## config.mk

```make
export PLATFORM = sky130hd
export DESIGN_NAME = transferAck
export DESIGN_NICKNAME = d
export VERILOG_FILES = /design/src/design/tackPkg.sv /design/src/design/transferAck.sv /design/src/design/tackArbiter.sv /design/src/design/busTimeout.sv /design/src/design/ciaAckSync.sv /design/src/design/romAckDelay.sv /design/src/design/cycleDecode.sv
export SDC_FILE = /design/constraint.sdc
export NUM_CORES = 1
export LEC_CHECK = 0
export ABC_AREA = 1
export BUFFER_PORTS_ARGS = -buffer_cell sky130_fd_sc_hd__buf_2
export CORE_UTILIZATION = 25
export DETAILED_ROUTE_END_ITERATION = 10
export PLACE_DENSITY_LB_ADDON = 0.08
export SYNTH_ARGS = -nofsm -noshare
export SYNTH_HDL_FRONTEND = slang
export SYNTH_SLANG_ARGS = --single-unit
```

## constraint.sdc

```tcl
create_clock -name CLK80 -period 1.4 [get_ports CLK80]
set_input_delay 0.07 -clock CLK80 [delete_from_list [all_inputs] [get_ports CLK80]]
set_output_delay 0.07 -clock CLK80 [all_outputs]
set_load 0.01 [all_outputs]
```

## src/design/tackPkg.sv

```systemverilog
// Transfer ack shared definitions

package tackPkg;

    ////////////////////////////////////////
    // Cycle classes and sources
    ////////////////////////////////////////

    // Class of the cycle held by the decoder
    typedef enum logic [2:0] {
        RegionNone,
        RegionRom,
        RegionCia,
        RegionAgnus,
        RegionOther
    } region_t;

    // Who terminated the last cycle
    typedef enum logic [1:0] {
        SrcNone,
        SrcRom,
        SrcCia,
        SrcTimeout
    } termSource_t;

    // Single-cycle termination requests, one per local source
    typedef struct packed {
        logic rom;
        logic cia;
        logic timeout;
    } ackReq_t;

    // Held cycle, active from sampled TS until TACK
    typedef struct packed {
        region_t region;
        logic    active;
    } cpuCycle_t;

    ////////////////////////////////////////
    // Address map
    ////////////////////////////////////////

    // Kickstart ROM, 512 KiB
    localparam logic [31:0] RomBase    = 32'h00F8_0000;
    localparam logic [31:0] RomMask    = 32'hFFF8_0000;
    // CIA A and B share one 64 KiB window
    localparam logic [31:0] CiaBase    = 32'h00BF_0000;
    localparam logic [31:0] CiaMask    = 32'hFFFF_0000;
    // Custom chip registers
    localparam logic [31:0] AgnusBase  = 32'h00DF_0000;
    localparam logic [31:0] AgnusMask  = 32'hFFFF_0000;
    // Chip RAM below this is also ended by Agnus
    localparam logic [31:0] ChipRamTop = 32'h0020_0000;

    // ROM setup delay, about 62 ns at 80 MHz
    localparam integer DefRomDelay   = 5;
    // Just over the longest CIA cycle
    localparam integer DefBusTimeout = 249;

endpackage
```

## src/design/transferAck.sv

```systemverilog
// Transfer ack top level

module transferAck #(
    parameter logic [2:0] RomDelay   = 3'(tackPkg::DefRomDelay),
    parameter logic [7:0] BusTimeout = 8'(tackPkg::DefBusTimeout)
) (
    input  logic                 CLK80,
    input  logic                 DELAYED_TACK_RST,
    input  logic                 tsN,
    input  logic                 clk40,
    input  logic [31:0]          cpuAddr,
    input  logic                 ciaClk,
    input  logic                 ciaSelN,
    input  logic                 extTackN,
    output logic                 tackN,
    output logic                 tackOe,
    output tackPkg::termSource_t termSource
);
    import tackPkg::*;

    cpuCycle_t cycle;
    ackReq_t   req;
    logic      romReq;
    logic      ciaReq;
    logic      timeoutReq;
    logic      tackSeen;

    ////////////////////////////////////////
    // Cycle decode
    ////////////////////////////////////////

    cycleDecode cycleDecode_i (
        .CLK80            (CLK80),
        .DELAYED_TACK_RST (DELAYED_TACK_RST),
        .tsN              (tsN),
        .clk40            (clk40),
        .cpuAddr          (cpuAddr),
        .tackSeen         (tackSeen),
        .extTackN         (extTackN),
        .cycle            (cycle)
    );

    ////////////////////////////////////////
    // Requesters
    ////////////////////////////////////////

    romAckDelay #(.RomDelay(RomDelay)) romAckDelay_i (
        .CLK80            (CLK80),
        .DELAYED_TACK_RST (DELAYED_TACK_RST),
        .cycle            (cycle),
        .romReq           (romReq)
    );

    ciaAckSync ciaAckSync_i (
        .CLK80            (CLK80),
        .DELAYED_TACK_RST (DELAYED_TACK_RST),
        .cycle            (cycle),
        .clk40            (clk40),
        .ciaClk           (ciaClk),
        .ciaSelN          (ciaSelN),
        .ciaReq           (ciaReq)
    );

    busTimeout #(.BusTimeout(BusTimeout)) busTimeout_i (
        .CLK80            (CLK80),
        .DELAYED_TACK_RST (DELAYED_TACK_RST),
        .cycle            (cycle),
        .timeoutReq       (timeoutReq)
    );

    // Request bundle for the arbiter
    assign req = '{rom: romReq, cia: ciaReq, timeout: timeoutReq};

    tackArbiter tackArbiter_i (
        .CLK80            (CLK80),
        .DELAYED_TACK_RST (DELAYED_TACK_RST),
        .req              (req),
        .tackN            (tackN),
        .tackOe           (tackOe),
        .tackSeen         (tackSeen),
        .termSource       (termSource)
    );

endmodule

```

## src/design/tackArbiter.sv

```systemverilog
// TACK arbiter and pulse driver

module tackArbiter (
    input  logic                 CLK80,
    input  logic                 DELAYED_TACK_RST,
    input  tackPkg::ackReq_t     req,
    output logic                 tackN,
    output logic                 tackOe,
    output logic                 tackSeen,
    output tackPkg::termSource_t termSource
);
    import tackPkg::*;

    typedef enum logic [1:0] {
        TackIdle,
        TackLow1,
        TackLow2,
        TackNegate
    } tackState_t;

    tackState_t  tackState;
    ackReq_t     pending;
    ackReq_t     pendAll;
    ackReq_t     grant;
    termSource_t grantSrc;

    // New pulses join the held ones straight away
    assign pendAll = pending | req;

    ////////////////////////////////////////
    // Fixed priority grant
    ////////////////////////////////////////

    always_comb begin
        grant    = '0;
        grantSrc = SrcNone;
        // Only grant between pulses
        if (tackState == TackIdle) begin
            if (pendAll.rom) begin
                grant.rom = 1'b1;
                grantSrc  = SrcRom;
            end else if (pendAll.cia) begin
                grant.cia = 1'b1;
                grantSrc  = SrcCia;
            end else if (pendAll.timeout) begin
                grant.timeout = 1'b1;
                grantSrc      = SrcTimeout;
            end
        end
    end

    ////////////////////////////////////////
    // Pending flags and pulse FSM
    ////////////////////////////////////////

    always_ff @(posedge CLK80 or posedge DELAYED_TACK_RST) begin
        if (DELAYED_TACK_RST) begin
            pending    <= '0;
            tackState  <= TackIdle;
            termSource <= SrcNone;
        end else begin
            // Granted flag drops, the rest wait their turn
            pending <= pendAll & ~grant;
            case (tackState)
                TackIdle: begin
                    if (grant != '0) begin
                        tackState  <= TackLow1;
                        termSource <= grantSrc;
                    end
                end
                TackLow1:   tackState <= TackLow2;
                TackLow2:   tackState <= TackNegate;
                TackNegate: tackState <= TackIdle;
                default:    tackState <= TackIdle;
            endcase
        end
    end

    // Low for two cycles, then actively negated for one
    assign tackOe   = (tackState != TackIdle);
    assign tackN    = !((tackState == TackLow1) || (tackState == TackLow2));
    assign tackSeen = (tackState == TackLow1);

endmodule

```

## src/design/busTimeout.sv

```systemverilog
// Unanswered cycle timeout

module busTimeout #(
    parameter logic [7:0] BusTimeout = 8'(tackPkg::DefBusTimeout)
) (
    input  logic               CLK80,
    input  logic               DELAYED_TACK_RST,
    input  tackPkg::cpuCycle_t cycle,
    output logic               timeoutReq
);
    import tackPkg::*;

    logic [7:0] toCount;
    logic [7:0] toCountNext;
    logic       toWatch;
    logic       toExpired;

    // Agnus space is always ended by Agnus, never time it
    assign toWatch     = cycle.active && (cycle.region != RegionAgnus);
    assign toCountNext = toCount + 8'd1;
    // Counter parks at the limit so only one pulse comes out
    assign toExpired   = (toCount == BusTimeout);

    ////////////////////////////////////////
    // Timeout counter
    ////////////////////////////////////////

    always_ff @(posedge CLK80 or posedge DELAYED_TACK_RST) begin
        if (DELAYED_TACK_RST) begin
            toCount    <= 8'd0;
            timeoutReq <= 1'b0;
        end else begin
            timeoutReq <= 1'b0;
            if (!toWatch) begin
                // Cycle ended by any agent, or Agnus space
                toCount <= 8'd0;
            end else if (!toExpired) begin
                toCount <= toCountNext;
                if (toCountNext == BusTimeout) begin
                    // Nobody answered, end it ourselves
                    timeoutReq <= 1'b1;
                end
            end
        end
    end

endmodule

```

## src/design/ciaAckSync.sv

```systemverilog
// CIA clock synchroniser

module ciaAckSync (
    input  logic               CLK80,
    input  logic               DELAYED_TACK_RST,
    input  tackPkg::cpuCycle_t cycle,
    input  logic               clk40,
    input  logic               ciaClk,
    input  logic               ciaSelN,
    output logic               ciaReq
);
    import tackPkg::*;

    typedef enum logic [1:0] {
        CiaIdle,
        CiaWaitHigh,
        CiaWaitLow,
        CiaDone
    } ciaState_t;

    ciaState_t  ciaState;
    // Two stage synchronisers, bit 1 is the older sample
    logic [1:0] ciaClkSync;
    logic [1:0] ciaSelSync;
    logic       ciaCycle;

    assign ciaCycle = cycle.active && (cycle.region == RegionCia);

    ////////////////////////////////////////
    // Synchronisers
    ////////////////////////////////////////

    always_ff @(posedge CLK80 or posedge DELAYED_TACK_RST) begin
        if (DELAYED_TACK_RST) begin
            ciaClkSync <= 2'b00;
            ciaSelSync <= 2'b00;
        end else begin
            ciaClkSync <= {ciaClkSync[0], ciaClk};
            // Select kept active high inside
            ciaSelSync <= {ciaSelSync[0], !ciaSelN};
        end
    end

    ////////////////////////////////////////
    // Termination FSM
    ////////////////////////////////////////

    // TACK must land at or just after the E clock falling edge
    always_ff @(posedge CLK80 or posedge DELAYED_TACK_RST) begin
        if (DELAYED_TACK_RST) begin
            ciaState <= CiaIdle;
            ciaReq   <= 1'b0;
        end else begin
            ciaReq <= 1'b0;
            case (ciaState)
                CiaIdle: begin
                    // Select stable in both stages
                    if ((ciaSelSync == 2'b11) && ciaCycle) begin
                        ciaState <= CiaWaitHigh;
                    end
                end
                CiaWaitHigh: begin
                    if (ciaClkSync == 2'b11) begin
                        ciaState <= CiaWaitLow;
                    end
                end
                CiaWaitLow: begin
                    // Falling edge seen, align to the low clk40 phase
                    if ((ciaClkSync == 2'b00) && !clk40) begin
                        ciaReq   <= 1'b1;
                        ciaState <= CiaDone;
                    end
                end
                CiaDone: begin
                    // Hold off until the CIA is deselected
                    if (ciaSelSync == 2'b00) begin
                        ciaState <= CiaIdle;
                    end
                end
                default: ciaState <= CiaIdle;
            endcase
        end
    end

endmodule

```

## src/design/romAckDelay.sv

```systemverilog
// ROM setup delay

module romAckDelay #(
    parameter logic [2:0] RomDelay = 3'(tackPkg::DefRomDelay)
) (
    input  logic               CLK80,
    input  logic               DELAYED_TACK_RST,
    input  tackPkg::cpuCycle_t cycle,
    output logic               romReq
);
    import tackPkg::*;

    logic [2:0] romCount;
    logic       romCycle;
    logic       romCyclePrev;
    logic       romStart;

    // Active ROM cycle from the decoder
    assign romCycle = cycle.active && (cycle.region == RegionRom);
    // Rising edge only, one pulse per cycle
    assign romStart = romCycle && !romCyclePrev;

    ////////////////////////////////////////
    // Delay counter
    ////////////////////////////////////////

    always_ff @(posedge CLK80 or posedge DELAYED_TACK_RST) begin
        if (DELAYED_TACK_RST) begin
            romCount     <= 3'd0;
            romCyclePrev <= 1'b0;
            romReq       <= 1'b0;
        end else begin
            romCyclePrev <= romCycle;
            romReq       <= 1'b0;
            if (romCount != 3'd0) begin
                if (romCount == RomDelay) begin
                    // Setup time met, ask for TACK
                    romReq   <= 1'b1;
                    romCount <= 3'd0;
                end else begin
                    romCount <= romCount + 3'd1;
                end
            end else if (romStart) begin
                // Idle counter, first look at this ROM cycle
                romCount <= 3'd1;
            end
        end
    end

endmodule

```

## src/design/cycleDecode.sv

```systemverilog
// CPU cycle decoder

module cycleDecode (
    input  logic               CLK80,
    input  logic               DELAYED_TACK_RST,
    input  logic               tsN,
    input  logic               clk40,
    input  logic [31:0]        cpuAddr,
    input  logic               tackSeen,
    input  logic               extTackN,
    output tackPkg::cpuCycle_t cycle
);
    import tackPkg::*;

    ////////////////////////////////////////
    // Address match
    ////////////////////////////////////////

    region_t addrRegion;
    logic    tsStart;
    logic    cycleEnd;

    always_comb begin
        // ROM wins over everything else in the map
        if ((cpuAddr & RomMask) == RomBase) begin
            addrRegion = RegionRom;
        end else if ((cpuAddr & CiaMask) == CiaBase) begin
            addrRegion = RegionCia;
        end else if (((cpuAddr & AgnusMask) == AgnusBase) || (cpuAddr < ChipRamTop)) begin
            // Registers and chip RAM, Agnus ends these itself
            addrRegion = RegionAgnus;
        end else begin
            addrRegion = RegionOther;
        end
    end

    // TS is only valid in the high phase of clk40
    assign tsStart  = !tsN && clk40;
    // Our own pulse or any other agent on the shared line
    assign cycleEnd = tackSeen || !extTackN;

    ////////////////////////////////////////
    // Held cycle
    ////////////////////////////////////////

    always_ff @(posedge CLK80 or posedge DELAYED_TACK_RST) begin
        if (DELAYED_TACK_RST) begin
            cycle.active <= 1'b0;
            cycle.region <= RegionNone;
        end else if (cycle.active) begin
            // TS cannot repeat until this cycle ends
            if (cycleEnd) begin
                cycle.active <= 1'b0;
                cycle.region <= RegionNone;
            end
        end else if (tsStart) begin
            cycle.active <= 1'b1;
            cycle.region <= addrRegion;
        end
    end

endmodule

```

[Word level (Yosys, flattened, before mapping)]
Index checks and enable logic that the tools add are counted.
Cells by class
  add/subtract/negate cells: 2
  multipliers: 0
  divide/modulo/power cells: 0
  order comparisons: 1
  equality and inequality tests: 24
  shift-type cells: 0
  multiplexer cells: 34
  bitwise operators: 3
  reductions and logical operators: 28
Operator list (number)
  $eq A16 B8 Y1 const B: 2
  $lt A32 B22 Y1 const B: 1
  $mux W3: 7
  $mux W2: 9
  $eq A8 B8 Y1 const B: 2
  $mux W8: 2
  $pmux W2 S4: 2
  $eq A13 B5 Y1 const B: 1
  $eq A2 B2 Y1 const B: 6
  $mux W4: 3
  $mux W1: 11
  $add A8 B1 Y8 const B: 1
  $logic_not A2 Y1: 4
  $ne A2 B1 Y1 const B: 4
  $logic_and A1 B1 Y1: 7
  $logic_not A1 Y1: 6
  $ne A2 B2 Y1 const B: 3
  $reduce_bool A2 Y1: 3
  $reduce_bool A3 Y1: 2
  $eq A2 B1 Y1 const B: 2
  $reduce_and A2 Y1: 2
  $reduce_and A4 Y1: 1
  $add A3 B1 Y3 const B: 1
  $and A3 B3 Y3: 1
  other kinds (7): 9
Word-level totals
  flip-flop bits (word level): 32
  bits in latches: 0
  memory bits (writable): 0
  memory bits (read-only): 0
  bits of input ports: 39
  output and inout bits: 4
  logic and storage cells: 108
  memories: 0

[Longest topological paths before layout]
  word-level depth: 8
  depth in mapped cells: 9
  mapped depth without buffers: 9

[Hierarchy]
Synthesis repeated with hierarchy kept, for this count alone.
Unflattened totals
  cell total of the unflattened synthesis: 227
  area total of the unflattened synthesis: 1793.0 sq um
Modules (own cells, without submodules)
  busTimeout: instances 1, cells each 62, area an instance 518.0 sq um, seq. area each 225.2 sq um
  tackArbiter: instances 1, cells each 49, area an instance 399.1 sq um, seq. area each 175.2 sq um
  ciaAckSync: instances 1, cells each 40, area an instance 362.8 sq um, seq. area each 175.2 sq um
  cycleDecode: instances 1, cells each 56, area an instance 311.5 sq um, seq. area each 100.1 sq um
  romAckDelay: instances 1, cells each 20, area an instance 201.4 sq um, seq. area each 125.1 sq um

[Least setup slack after synthesis]
Ideal clock, no wire load.
  path kind: flip-flop to flip-flop
  start point: register tackArbiter_i.tackState[0]
  end point: register tackArbiter_i.tackState[1]
  library setup time: 0.123 ns
  arrival: 1.241 ns
  data required time: 1.277 ns
  path slack: 0.037 ns
  stages on the path, launching flop included: 10
  buffers on the path: 0
  period minus slack after synthesis: 1.363 ns
  cell sequence: dfrtp_1 -> inv_1 -> ha_1 -> inv_1 -> nor2_1 -> nand2_1 -> o21ai_0 -> nor2_1 -> nand2_1 -> o21ai_1
Between the ends
  longest elaborated chain between the ends: 4
  elaborated cells on any way between the ends: 8
  classes of those cells: eq/ne (4); mux (2); reduce/logical (2)
Ends and longest elaborated chain
  from (decl): RTL line tackArbiter.sv:21  | tackState_t tackState;
  from (signal assigned): RTL line tackArbiter.sv:59  | tackState <= TackIdle;
  from (signal assigned): RTL line tackArbiter.sv:67  | tackState <= TackLow1;
  from (signal assigned): RTL line tackArbiter.sv:71  | TackLow1: tackState <= TackLow2;
  $logic_not A2 Y1: RTL line tackArbiter.sv:38, tackArbiter.sv:64
  $mux W3: RTL line tackArbiter.sv:38  | if (tackState == TackIdle) begin
  $reduce_bool A3 Y1: RTL line tackArbiter.sv:66  | if (grant != '0) begin
  $ne A2 B2 Y1 (no line)
Parallel ways exist; a longest one is shown, timed or not.
A chain may end at the register's enable or synchronous reset.

[Final worst setup path]
  start point: register busTimeout_i.toCount[0]
  end point: register busTimeout_i.timeoutReq
Between the ends
  longest elaborated chain between the ends: 5
  elaborated cells on any way between the ends: 6
  classes of those cells: add/sub (1); eq/ne (2); mux (3)
Ends and longest elaborated chain
  from (decl): RTL line busTimeout.sv:13  | logic [7:0] toCount;
  from (signal assigned): RTL line busTimeout.sv:38  | toCount <= toCountNext;
  $add A8 B1 Y8: RTL line busTimeout.sv:20  | assign toCountNext = toCount + 8'd1;
  $eq A8 B8 Y1: RTL line busTimeout.sv:39  | if (toCountNext == BusTimeout) begin
  $mux W1: RTL line busTimeout.sv:39
  $mux W1 *: RTL line busTimeout.sv:37  | end else if (!toExpired) begin
  $mux W1 *: RTL line busTimeout.sv:34  | if (!toWatch) begin
  to (signal assigned): RTL line busTimeout.sv:31  | timeoutReq <= 1'b0;
  to (signal assigned): RTL line busTimeout.sv:33  | timeoutReq <= 1'b0;
  to (signal assigned): RTL line busTimeout.sv:41  | timeoutReq <= 1'b1;
  to (decl): RTL line busTimeout.sv:9  | output logic timeoutReq
Every way passes the cells marked *; elsewhere a longest branch is shown, timed or not.

==> summary.md <==
| Metric | Value |
|---|---|
| Worst Setup SP | `busTimeout_i.toCount[0]$_DFFE_PP0P_` |
| Clock latency on the worst-skew pair | `roughly 0.28 ns` |
| Setup WS pre-CTS | `-0.00467 ns` |
| Kind of critical path | `reg -> reg` |
| CP Data Required Time | `around 1.6 ns` |
| DR vias | `around 1400` |
| Power density over cell area | `1560 nW/um^2` |
| Area of the mapped netlist | `around 1700 um^2` |
| Placed Cells | `about 330` |
| Die Footprint | `approximately 7000 um^2` |
| Hpwl dp | `2.36 mm` |
| Final setup viols | `0` |
| Peak Freq | `approximately 0.75 GHz` |
| Area Overhead vs Synth | `35.4%` |
| Nets | `316` |
| Layout cells sized above 1 | `0.287` |
| Gate Count Post-Synth | `around 210` |
| Vias in the first global route | `approximately 1300` |
| Final hold vios | `0` |
| CTS root buffer | `clkbuf_8` |
| R2R Setup Slk | `around 0.058 ns` |
| Arrival time worst endpoint | `roughly 1.6 ns` |
| Share of the synthesized area in the top cell type | `0.483` |
| DRC | `0` |
| Max Clock Skew | `approximately 0.0020 ns` |
| I/O Buffers | `26` |
| Vias per cell | `approximately 4.1` |
| H-tree Lvls | `2` |
| Pre-Repair DR Iteration Count | `4` |
| Largest net degree at the start of global routing | `33` |
| Crit Path Max Fanout | `5` |
| Yosys warns | `0` |
| Cell taking the most area after synthesis | `dfrtp_1` |
| Die height | `approximately 83 um` |
| CP Capture Point | `busTimeout_i.timeoutReq$_DFF_PP0_` |
| PnR worst setup slack | `between 0.05 and 0.06 ns` |
| Average wire per standard cell | `between 9 and 10 um` |
| Clock sinks | `32` |
| Minimum clock period | `1.34 ns` |
| Num ports | `43` |
| Sequential share of the synthesized area | `0.483` |
| Syn_nets | `roughly 260` |
| Post-route antenna net violation count | `0` |
| Worst min-delay path class | `in -> reg` |
| CTS max path bufs | `2` |
| Slew margin rel. | `0.720` |
| Fin cells | `between 300 and 400` |
| Final worst path period share | `0.958` |
| Placed Area | `around 2000 um^2` |
| GR Overflow Total | `0` |
| Count of different cell masters after synthesis | `20` |
| Critical path endpoint category | `register` |
| Unrepaired setup endpoints after global routing | `yes` |
| Final Max Slew Viols | `0` |
| Final Cell Area | `2250 um^2` |
| Syn Area/Cell | `between 7 and 8 um^2` |
| Synth area leaders | `dfrtp_1, nand2_1, inv_1` |
| FF+latch count, synth | `32` |
| VDD IR-drop max | `between 500 and 600 uV` |
| Worst-path clk slew | `0.07 ns` |
| Wirelength, routed | `roughly 3.3 mm` |
| Max_cap viols | `0` |
| First-pass GRT wire length | `around 5.7 mm` |
| Core area | `6390 um^2` |
| Gpl congestion | `around 0.67` |
| Critical Path Source Type | `register` |
| Initial antenna violation count | `0` |
| FILL cells | `between 600 and 700` |
| Leakage Power | `roughly 1.2 nW` |
| Critical R2R Capture | `busTimeout_i.timeoutReq$_DFF_PP0_` |
| Die W | `83.5 um` |
| Row count | `29` |
| R2r worst-path depth | `9` |
| Iter 0 DRT Violations | `81` |
| Final Util | `0.352` |
| Reg2reg start | `busTimeout_i.toCount[0]$_DFFE_PP0P_` |
| Outcome | `finished, final reports clean` |
| Total global routing track utilization | `0.103` |
| CTS Buf Count | `5` |
| Diode count | `0` |
| Worst Max-Slew Pin Slew | `between 0.4 and 0.5 ns` |
| CTS tree | `done` |
| Initial Util | `0.260` |
registers in the layout (all words and copies together) (netlist names):
register                    count
ciaAckSync_i.ciaState           2
romAckDelay_i.romCount          3
busTimeout_i.toCount            8
tackArbiter_i.pending           3
cycleDecode_i.cycle             4
romAckDelay_i.romCyclePrev      1
ciaAckSync_i.ciaSelSync         2
tackArbiter_i.tackState         2
tackArbiter_i.termSource        2
romAckDelay_i.romReq            1
ciaAckSync_i.ciaReq             1
ciaAckSync_i.ciaClkSync         2
busTimeout_i.timeoutReq         1
cell type report:
class,instances,area (um^2),share of cell area
repair buffers,47,298,0.133
clock inverters,1,30.0,0.0134
inverters,38,143,0.0635
flip-flops and latches,32,803,0.358
multi-input cells,143,779,0.347
clock buffers,7,96.3,0.0429
well taps,77,96.3,0.0429
metal layers:
| metal | share of wire | vias to the layer above | track usage |
|---|---|---|---|
| li1 | - | 763 | - |
| met1 | 0.48 | 631 | 0.133 |
| met2 | 0.46 | 29 | 0.159 |
| met3 | 0.042 | 5 | 0.0326 |
| met4 | 0.018 | 0 | 0.0462 |
| met5 | 0 | - | 0 |
cells in the mapped netlist (all sizes together):
library cell and count:
a21oi 7, dfrtp 32, ha 10, inv 38, nand2 54, nand3 9
nand4 6, nor2 40, nor3 2, nor4 1, o21ai 11, or2 1
xnor2 1, xor2 1
cells in the final DEF (no fill, tap or decap), types with 2 or more instances in the layout:
master	instances
a21oi_1	7
buf_2	26
buf_4	17
clkbuf_8	7
dfrtp_1	30
dfrtp_2	2
dlygate4sd3_1	4
ha_1	6
ha_4	3
inv_1	32
inv_2	6
nand2_1	50
nand2_2	4
nand3_1	7
nand3_2	2
nand4_1	6
nor2_1	34
nor2_2	5
o21ai_0	7
o21ai_1	3
cells by family (layout without fill, tap and decap cells):
logic type	Yosys count	count (layout)	synth area share
xor gates and xnor gates	2	2	0.0106
and+or+nand+nor	113	113	0.291
buffers and inverters	38	93	0.0860
AOI/OAI and AO/OA	18	18	0.0543
adders and majority gates	10	10	0.0754
DFF	32	32	0.483
power breakdown:
part	switching [mW]	internal [mW]	total (mW)	leakage [nW]
sequential	0.148	1.13	1.28	0.412
clock	0.350	0.628	0.978	0.0645
combinational	0.687	0.567	1.25	0.676
critical path, stage by stage, from the launching register on:
cell     delay [ns]
dfrtp_2        0.44
ha_4           0.18
inv_2          0.04
nand2_2        0.07
nand2_1        0.06
nor2_1         0.11
nand3_1        0.09
nor2_1         0.10
nand3_1        0.07
nor2_1         0.11
timing repair:
item | CTS | global route
hold buffers | 4 | 0
setup endpoints to repair | 0 | 10
setup buffers | 0 | 6
resized for setup | 0 | 24
hold endpoints to repair | 35 | 0
metrics by stage:
stage | TNS, ns | total power [mW] | hold slack (ns)
final | 0 | 3.51 | 0.0964
after global routing | -0.0455 | 3.85 | 0.107
after CTS | 0 | 3.42 | 0.0973
after detailed placement | -0.00467 | 2.40 | 0.180
after global placement | 0 | 2.41 | 0.179
after floorplan | 0 | 1.97 | 0.101
how the worst min path moves through the flow:
stage                  start                                    to  depth (start not counted)
finish              extTackN      cycleDecode_i.cycle[0]$_DFF_PP0_                          3
global route        extTackN      cycleDecode_i.cycle[0]$_DFF_PP0_                          3
CTS                 extTackN      cycleDecode_i.cycle[0]$_DFF_PP0_                          3
detailed placement    ciaClk  ciaAckSync_i.ciaClkSync[0]$_DFF_PP0_                          1
global placement      ciaClk  ciaAckSync_i.ciaClkSync[0]$_DFF_PP0_                          1
floorplan             ciaClk  ciaAckSync_i.ciaClkSync[0]$_DFF_PP0_                          0
Note: power is estimated with default switching activity, not from simulation.
